File: config.mk
export PLATFORM = sky130hd
export DESIGN_NAME = ogbcsr_decoder
export DESIGN_NICKNAME = d
export VERILOG_FILES = /design/src/hw/ogbcsr_pkg.sv /design/src/hw/block_row_if.sv /design/src/hw/ogbcsr_decoder.sv /design/src/hw/ccl_stage.sv /design/src/hw/row_stage.sv /design/src/hw/block_stage.sv
export SDC_FILE = /design/constraint.sdc
export NUM_CORES = 1
export LEC_CHECK = 0
export BUFFER_PORTS_ARGS = -buffer_cell sky130_fd_sc_hd__buf_4
export CAP_MARGIN = 40
export CORE_MARGIN = 1.5
export CORE_UTILIZATION = 56
export DETAILED_ROUTE_END_ITERATION = 16
export PLACE_DENSITY = 0.86
export SYNTH_ARGS = -nofsm -noshare
export SYNTH_HDL_FRONTEND = slang
export SYNTH_SLANG_ARGS = --single-unit
File: constraint.sdc
create_clock -name clk -period 7.1 [get_ports clk]
set_input_delay 1.42 -clock clk [delete_from_list [all_inputs] [get_ports clk]]
set_output_delay 1.42 -clock clk [all_outputs]
set_load 0.02 [all_outputs]
File: src/hw/ogbcsr_pkg.sv
// OGBCSR decoder shared types
`default_nettype none

package ogbcsr_pkg;

    // --------------------------------------------------
    // field widths
    // --------------------------------------------------
    localparam int MASK_W    = 4;
    localparam int ROW_CNT_W = 6;
    localparam int TA_CNT_W  = 3;
    localparam int CCL_IDX_W = 5;

    typedef logic [MASK_W-1:0]    block_mask_t;
    typedef logic [ROW_CNT_W-1:0] row_cnt_t;
    typedef logic [TA_CNT_W-1:0]  ta_cnt_t;
    typedef logic [CCL_IDX_W-1:0] ccl_idx_t;

    // position of the set bit in flight
    typedef enum logic [1:0] {
        CODE_BIT0 = 2'd0,
        CODE_BIT1 = 2'd1,
        CODE_BIT2 = 2'd2,
        CODE_BIT3 = 2'd3
    } block_code_t;

    typedef enum logic {
        SPAD_0 = 1'b0,
        SPAD_1 = 1'b1
    } spad_sel_t;

endpackage

`default_nettype wire
File: src/hw/block_row_if.sv
// Block to row stage handshake
`timescale 1ns/1ps
`default_nettype none

interface block_row_if;

    import ogbcsr_pkg::*;

    // block stage side
    logic        valid;
    block_code_t code;
    logic        last;

    // row stage side
    logic        take;
    logic        free;

    modport blk (
        output valid, code, last,
        input  take, free
    );

    modport row (
        input  valid, code, last,
        output take, free
    );

endinterface

`default_nettype wire

File: src/hw/ogbcsr_decoder.sv
// OGBCSR decompression pipeline
`timescale 1ns/1ps
`default_nettype none

module ogbcsr_decoder #(
    parameter int DEPTH_BLOCK_BANK = 16,
    parameter int DEPTH_ROW_BANK   = 32,
    parameter int DEPTH_CCL_BANK   = 64,
    parameter int N_PE_COL         = 2
) (
    input  logic                                   clk,
    input  logic                                   rst_n,
    input  logic                                   decode_en,

    // --------------------------------------------------
    // configuration
    input  logic [$clog2(DEPTH_BLOCK_BANK)-1:0]    len_block_bank,
    input  logic [$clog2(DEPTH_ROW_BANK)-1:0]      len_row_bank [N_PE_COL],
    input  logic [$clog2(DEPTH_CCL_BANK)-1:0]      len_ccl_bank [N_PE_COL],

    // --------------------------------------------------
    // bank ports
    input  ogbcsr_pkg::block_mask_t [N_PE_COL-1:0] block_idx_data,
    output logic [$clog2(DEPTH_BLOCK_BANK)-1:0]    raddr_block_idx_bank,
    output logic                                   ren_block_idx_bank,
    input  ogbcsr_pkg::row_cnt_t                   row_cnt_data [N_PE_COL],
    output logic [$clog2(DEPTH_ROW_BANK)-1:0]      raddr_row_cnt_bank [N_PE_COL],
    output logic                                   ren_row_cnt_bank [N_PE_COL],
    input  ogbcsr_pkg::ccl_idx_t                   col_clause_idx_data [N_PE_COL],
    output logic [$clog2(DEPTH_CCL_BANK)-1:0]      raddr_ccl_bank [N_PE_COL],
    output logic                                   ren_ccl_bank [N_PE_COL],

    // --------------------------------------------------
    // results
    output logic                                   decoder_finish,
    output logic                                   ccl_valid [N_PE_COL],
    output ogbcsr_pkg::block_code_t                ccl_code [N_PE_COL],
    output ogbcsr_pkg::spad_sel_t                  ccl_spad [N_PE_COL],
    output ogbcsr_pkg::ccl_idx_t                   col_clause_index [N_PE_COL]
);

    block_row_if blk_row [N_PE_COL] ();

    block_stage #(
        .DEPTH_BLOCK_BANK (DEPTH_BLOCK_BANK),
        .N_PE_COL         (N_PE_COL)
    ) i_block_stage (
        .clk                  (clk),
        .rst_n                (rst_n),
        .decode_en            (decode_en),
        .len_block_bank       (len_block_bank),
        .block_idx_data       (block_idx_data),
        .raddr_block_idx_bank (raddr_block_idx_bank),
        .ren_block_idx_bank   (ren_block_idx_bank),
        .decoder_finish       (decoder_finish),
        .blk_if               (blk_row)
    );

    // one row and one col/clause stage per PE column
    for (genvar c = 0; c < N_PE_COL; c++) begin : g_col
        logic                    row_valid;
        ogbcsr_pkg::spad_sel_t   row_spad;
        ogbcsr_pkg::block_code_t row_code;

        row_stage #(
            .DEPTH_ROW_BANK (DEPTH_ROW_BANK)
        ) i_row_stage (
            .clk                (clk),
            .rst_n              (rst_n),
            .len_row_bank       (len_row_bank[c]),
            .row_cnt_data       (row_cnt_data[c]),
            .raddr_row_cnt_bank (raddr_row_cnt_bank[c]),
            .ren_row_cnt_bank   (ren_row_cnt_bank[c]),
            .blk_if             (blk_row[c]),
            .row_valid          (row_valid),
            .row_spad           (row_spad),
            .row_code           (row_code)
        );

        ccl_stage #(
            .DEPTH_CCL_BANK (DEPTH_CCL_BANK)
        ) i_ccl_stage (
            .clk                 (clk),
            .rst_n               (rst_n),
            .len_ccl_bank        (len_ccl_bank[c]),
            .row_valid           (row_valid),
            .row_spad            (row_spad),
            .row_code            (row_code),
            .col_clause_idx_data (col_clause_idx_data[c]),
            .raddr_ccl_bank      (raddr_ccl_bank[c]),
            .ren_ccl_bank        (ren_ccl_bank[c]),
            .ccl_valid           (ccl_valid[c]),
            .ccl_code            (ccl_code[c]),
            .ccl_spad            (ccl_spad[c]),
            .col_clause_index    (col_clause_index[c])
        );
    end

endmodule

`default_nettype wire

File: src/hw/ccl_stage.sv
// Col/clause index stage
`timescale 1ns/1ps
`default_nettype none

module ccl_stage #(
    parameter int DEPTH_CCL_BANK = 64
) (
    input  logic                                clk,
    input  logic                                rst_n,
    input  logic [$clog2(DEPTH_CCL_BANK)-1:0]   len_ccl_bank,
    input  logic                                row_valid,
    input  ogbcsr_pkg::spad_sel_t               row_spad,
    input  ogbcsr_pkg::block_code_t             row_code,
    input  ogbcsr_pkg::ccl_idx_t                col_clause_idx_data,
    output logic [$clog2(DEPTH_CCL_BANK)-1:0]   raddr_ccl_bank,
    output logic                                ren_ccl_bank,
    output logic                                ccl_valid,
    output ogbcsr_pkg::block_code_t             ccl_code,
    output ogbcsr_pkg::spad_sel_t               ccl_spad,
    output ogbcsr_pkg::ccl_idx_t                col_clause_index
);

    // one read per counted item
    assign ren_ccl_bank = row_valid;

    always_ff @(posedge clk or negedge rst_n) begin
        if (!rst_n) begin
            raddr_ccl_bank <= '0;
        end else if (ren_ccl_bank) begin
            raddr_ccl_bank <= raddr_ccl_bank + 1'b1;
        end else if (raddr_ccl_bank == len_ccl_bank) begin
            raddr_ccl_bank <= '0;
        end
    end

    // line up with the index returning from the bank
    always_ff @(posedge clk or negedge rst_n) begin
        if (!rst_n) begin
            ccl_valid <= 1'b0;
        end else begin
            ccl_valid <= row_valid;
        end
    end

    always_ff @(posedge clk) begin
        ccl_code <= row_code;
        ccl_spad <= row_spad;
    end

    assign col_clause_index = col_clause_idx_data;

endmodule

`default_nettype wire

File: src/hw/row_stage.sv
// Row count stage
`timescale 1ns/1ps
`default_nettype none

module row_stage #(
    parameter int DEPTH_ROW_BANK = 32
) (
    input  logic                                clk,
    input  logic                                rst_n,
    input  logic [$clog2(DEPTH_ROW_BANK)-1:0]   len_row_bank,
    input  ogbcsr_pkg::row_cnt_t                row_cnt_data,
    output logic [$clog2(DEPTH_ROW_BANK)-1:0]   raddr_row_cnt_bank,
    output logic                                ren_row_cnt_bank,
    block_row_if.row                            blk_if,
    output logic                                row_valid,
    output ogbcsr_pkg::spad_sel_t               row_spad,
    output ogbcsr_pkg::block_code_t             row_code
);

    import ogbcsr_pkg::*;

    logic              ren_d1;
    logic              last_taken;
    logic              almost_done;
    logic              near_done;
    ta_cnt_t           cnt0_q;
    ta_cnt_t           cnt1_q;
    ta_cnt_t           cnt0;
    ta_cnt_t           cnt1;
    logic [TA_CNT_W:0] cnt_sum;

    // --------------------------------------------------
    // handshake with block stage
    // --------------------------------------------------
    assign cnt_sum     = {1'b0, cnt0} + {1'b0, cnt1};
    assign almost_done = (cnt_sum <= 1);
    assign near_done   = (cnt_sum <= 2);

    assign blk_if.take      = almost_done;
    assign blk_if.free      = near_done && last_taken;
    assign ren_row_cnt_bank = blk_if.valid && almost_done;

    always_ff @(posedge clk or negedge rst_n) begin
        if (!rst_n) begin
            last_taken <= 1'b0;
        end else if (almost_done) begin
            last_taken <= blk_if.last;
        end
    end

    // code of the entry being counted
    always_ff @(posedge clk) begin
        if (ren_row_cnt_bank) begin
            row_code <= blk_if.code;
        end
    end

    // --------------------------------------------------
    // row bank address
    // --------------------------------------------------
    always_ff @(posedge clk or negedge rst_n) begin
        if (!rst_n) begin
            raddr_row_cnt_bank <= '0;
        end else if (ren_row_cnt_bank) begin
            raddr_row_cnt_bank <= raddr_row_cnt_bank + 1'b1;
        end else if (raddr_row_cnt_bank == len_row_bank) begin
            raddr_row_cnt_bank <= '0;
        end
    end

    always_ff @(posedge clk or negedge rst_n) begin
        if (!rst_n) begin
            ren_d1 <= 1'b0;
        end else begin
            ren_d1 <= ren_row_cnt_bank;
        end
    end

    // --------------------------------------------------
    // automaton counters, spad 0 drains first
    // --------------------------------------------------
    assign cnt0 = ren_d1 ? row_cnt_data[TA_CNT_W-1:0] : cnt0_q;
    assign cnt1 = ren_d1 ? row_cnt_data[ROW_CNT_W-1:TA_CNT_W] : cnt1_q;

    always_ff @(posedge clk or negedge rst_n) begin
        if (!rst_n) begin
            cnt0_q <= '0;
            cnt1_q <= '0;
        end else begin
            cnt0_q <= (cnt0 != '0) ? cnt0 - 1'b1 : '0;
            cnt1_q <= (cnt0 == '0 && cnt1 != '0) ? cnt1 - 1'b1 : cnt1;
        end
    end

    assign row_valid = (cnt0 != '0) || (cnt1 != '0);
    assign row_spad  = (cnt0 != '0) ? SPAD_0 : SPAD_1;

endmodule

`default_nettype wire

File: src/hw/block_stage.sv
// Block index stage
`timescale 1ns/1ps
`default_nettype none

module block_stage #(
    parameter int DEPTH_BLOCK_BANK = 16,
    parameter int N_PE_COL         = 2
) (
    input  logic                                   clk,
    input  logic                                   rst_n,
    input  logic                                   decode_en,
    input  logic [$clog2(DEPTH_BLOCK_BANK)-1:0]    len_block_bank,
    input  ogbcsr_pkg::block_mask_t [N_PE_COL-1:0] block_idx_data,
    output logic [$clog2(DEPTH_BLOCK_BANK)-1:0]    raddr_block_idx_bank,
    output logic                                   ren_block_idx_bank,
    output logic                                   decoder_finish,
    block_row_if.blk                               blk_if [N_PE_COL]
);

    import ogbcsr_pkg::*;

    logic [N_PE_COL-1:0] col_free;
    logic                wait_sram;
    logic                at_end;

    // --------------------------------------------------
    // block bank address
    // --------------------------------------------------
    assign at_end = (raddr_block_idx_bank == len_block_bank);

    // new word only once every column has drained its last bit
    assign ren_block_idx_bank = decode_en && !wait_sram && (&col_free) && !at_end;
    assign decoder_finish     = decode_en && at_end;

    always_ff @(posedge clk or negedge rst_n) begin
        if (!rst_n) begin
            raddr_block_idx_bank <= '0;
        end else if (ren_block_idx_bank) begin
            raddr_block_idx_bank <= raddr_block_idx_bank + 1'b1;
        end else if (at_end) begin
            // wrap so the same map can be decoded again
            raddr_block_idx_bank <= '0;
        end
    end

    // data is valid in the cycle after the read
    always_ff @(posedge clk or negedge rst_n) begin
        if (!rst_n) begin
            wait_sram <= 1'b0;
        end else begin
            wait_sram <= ren_block_idx_bank;
        end
    end

    // --------------------------------------------------
    // per column mask walking
    // --------------------------------------------------
    for (genvar c = 0; c < N_PE_COL; c++) begin : g_col
        block_mask_t mask_q;
        block_mask_t mask_live;
        block_mask_t mask_clr;
        block_code_t low_code;

        // fresh bank word bypasses the register
        assign mask_live = wait_sram ? block_idx_data[c] : mask_q;

        // lowest set bit first
        always_comb begin
            casez (mask_live)
                4'b???1: low_code = CODE_BIT0;
                4'b??10: low_code = CODE_BIT1;
                4'b?100: low_code = CODE_BIT2;
                4'b1000: low_code = CODE_BIT3;
                default: low_code = CODE_BIT0;
            endcase
        end

        assign mask_clr = blk_if[c].take ? block_mask_t'(4'b0001 << low_code) : '0;

        always_ff @(posedge clk or negedge rst_n) begin
            if (!rst_n) begin
                mask_q <= '0;
            end else begin
                mask_q <= mask_live & ~mask_clr;
            end
        end

        assign blk_if[c].valid = |mask_live;
        assign blk_if[c].code  = low_code;
        // at most one bit left
        assign blk_if[c].last  = ((mask_live & (mask_live - 1'b1)) == '0);
        assign col_free[c]     = blk_if[c].free;
    end

endmodule

`default_nettype wire

==> flow_summary.ini <==
[status]
status = finished clean

[floorplanning]
start_util_pct = 58.3
io_pins = 109
num_rows = 29
die_height_um = 84.3
dieArea_um2 = 7100
coreArea_um2 = 6350
die_w_um = 84.3

[place]
dp.cells = 490
routabilityCongestion = 0.807
port_buffers = 88
dpl.hpwl_um = 5670

[timing]
drv_slew = 0
max-slew-margin-rel_pct = 44.5
period_share_pct = 73.6
fin_crit_ps = 5220
setup_tns_ps = 0
tightest_slew_ps = 833
rsz0062_at_grt = no
final_hold_viol_count = 0
fmax_mhz = 191
fin_skew_ps = 5.75
setup_violations = 0

[flow_run]
maxCapViolCount = 0

[route]
via_count = 2877
highest_layer = met4
wire_per_inst_um = 15.4
firstDrtPassIters = 5
wl_met1_um = 3350
ant_nets = 0
viasPerCell = 5.69
drc_errors = 0
drt-initial-drc-count = 91
wl_met3_um = 460
finalWirelength_um = 7780
wl_met2_um = 3790

[worst_setup_path]
start_kind = primary input
crit_required_ps = 5680
crit_path_end_kind = output port
r2r_start = g_col[1].i_row_stage.ren_d1$_DFF_PN0_
startpoint = row_cnt_data[3]
crit_end = ren_row_cnt_bank[0]
ff2ff_path_depth = 7
reg2reg_to = g_col[1].i_row_stage.row_code[1]$_DFFE_PP_
rrSetupSlack_ps = 4080
critical_path_arrival_ps = 3800
crit_fanout = 9
critPathKind = in -> out

[logic_synthesis]
ys_ff_latch = 63
synthTopCellsByArea = dfrtp_1 (36%), ha_1 (6.4%), mux2i_1 (4.9%)
yosysSeqAreaShare_pct = 42.3
synth_edf_count = 4
synth_top_area_cell = dfrtp_1
synth_top_area_share_pct = 35.8
synthDistinctLibCells = 55
synthesis.area_um2 = 3700
yosys-top-cells-count = dfrtp_1 (53), nor2_1 (22), ha_1 (19), xnor2_1 (19)
syn_nets = 428
synth_warnings = 0
synth_flop_cell = dfrtp_1
netlist_instances = 348
synth-async-reset-ratio_pct = 84.1
yosysMostFrequentCell = dfrtp_1
syn_area_per_cell_um2 = 10.6

[worst_hold_path]
hold_start = g_col[1].i_row_stage.row_code[1]$_DFFE_PP_
hold_path.class = reg -> reg

[clock_network]
clkTransAtPathRegs_ps = 70
cts-resized-gates = 0
cts_tree = built
cts-hold-fix-buffers = 0
cts_buffers = 9
htreeDepth = 3
clockBufferDepth = 2
clk_latency_ps = 340
cts_sinks = 63
root_buffer = clkbuf_8
cts_setup_buffers = 0

[cells_and_area]
syn_to_final_growth_pct = 21.9
drive_above_1_share_pct = 29.8
diodes = 0
final_cell_count_no_fill = 506
nNetsFinal = 504

[grt]
track_usage_pct = 23.0
grt_overflow = 0
grt_max_degree = 54
grt_pass1_vias = 2870
grt_pass1_wl_um = 13100
antenna_found_initial = 0

[pwr]
p_leak_uw = 0.00216
power_density_nw_per_um2 = 463
vdd_drop_max_mv = 0.290
==> where the power goes <==
| group | leakage (uW) | total (uW) | internal (uW) | switching [uW] |
|---|---|---|---|---|
| Combinational | 0.00129 | 1090 | 485 | 601 |
| Clock | 0.000114 | 354 | 217 | 137 |
| Sequential | 0.000758 | 651 | 511 | 140 |
| Total | 0.00216 | 2090 | 1210 | 878 |
==> layout by cell type, fill, tap and decap left out, types with 3 or more instances in the layout <==
cell	instances
buf_4	88
clkbuf_8	11
edfxtp_1	4
or2_2	4
nand2_1	17
nor2b_1	3
nor2_1	22
mux2_2	8
inv_1	16
nor3_1	8
o211ai_1	4
a221o_1	3
a21o_1	5
nor4bb_1	3
dfrtp_1	53
xor2_1	16
and2_1	3
o21ai_0	11
dfxtp_1	6
a21oi_1	14
nand4_1	5
a31oi_1	4
ha_1	19
nand2b_1	8
a22o_1	8
xnor2_1	19
mux2i_1	18
nand3_1	7
==> cell type report <==
type / instances / area [um^2]
multi-input cells: 246 / 1900
fillers: 472 / 1840
flip-flops and latches: 63 / 1570
repair buffers: 88 / 661
clock buffers: 13 / 159
well taps: 77 / 96.3
clock inverters: 3 / 65.1
inverters: 16 / 60.1
==> critical path, stage by stage <==
cell      delay (ps)
buf_4            110
mux2i_1          280
inv_1             80
ha_1             240
fa_1             500
nor4bb_1         370
a21oi_1          210
a21oi_2          360
buf_4            220
==> worst min-delay path by stage <==
stage,to,slack (ps),cells after the start
after CTS,g_col[1].i_ccl_stage.ccl_code[1]$_DFF_P_,350,0
after global placement,g_col[1].i_ccl_stage.ccl_code[1]$_DFF_P_,330,0
after floorplan,g_col[0].i_ccl_stage.ccl_code[0]$_DFF_P_,320,0
after global routing,g_col[1].i_ccl_stage.ccl_code[1]$_DFF_P_,350,0
after detailed placement,g_col[1].i_ccl_stage.ccl_code[1]$_DFF_P_,330,0
final,g_col[1].i_ccl_stage.ccl_code[1]$_DFF_P_,350,0
==> cell families (layout without fill, tap and decap cells) <==
family,after synthesis,after routing,synth area share (%)
flops,63,63,42.3
buf+inv,39,120,6.19
compound gates,66,66,12.7
mux,28,28,8.05
fa+ha+maj,21,21,7.51
simple gates,96,96,14.9
xor+xnor,35,35,8.29
==> sequential cells by signal, summed over array words and instances (netlist names), 4 cells and up <==
register,count
g_col.i_ccl_stage.raddr_ccl_bank,12
i_block_stage.raddr_block_idx_bank,4
g_col.i_row_stage.cnt0_q,6
i_block_stage.g_col.mask_q,8
g_col.i_ccl_stage.ccl_code,4
g_col.i_row_stage.row_code,4
g_col.i_row_stage.raddr_row_cnt_bank,10
g_col.i_row_stage.cnt1_q,6
==> layer usage <==
metal	track usage (%)	vias to the layer above
met5	0	-
met4	11.8	0
met3	5.21	23
met2	38.5	89
met1	28.0	1380
li1	-	1385
==> per-stage QoR <==
step | hold WS (ps) | area (um^2) | setup WS, ps | util, % | power [uW]
floorplan | 323 | 3700 | 2280 | - | 1440
global placement | 329 | 4290 | 1970 | 67.5 | 1680
detailed placement | 334 | 4290 | 1870 | 67.5 | 1730
CTS | 351 | 4510 | 1870 | 71.1 | 2100
global route | 351 | 4510 | 1600 | 71.1 | 2250
finish | 346 | 4510 | 1880 | 71.1 | 2090
Note: power is estimated with default switching activity, not from simulation.
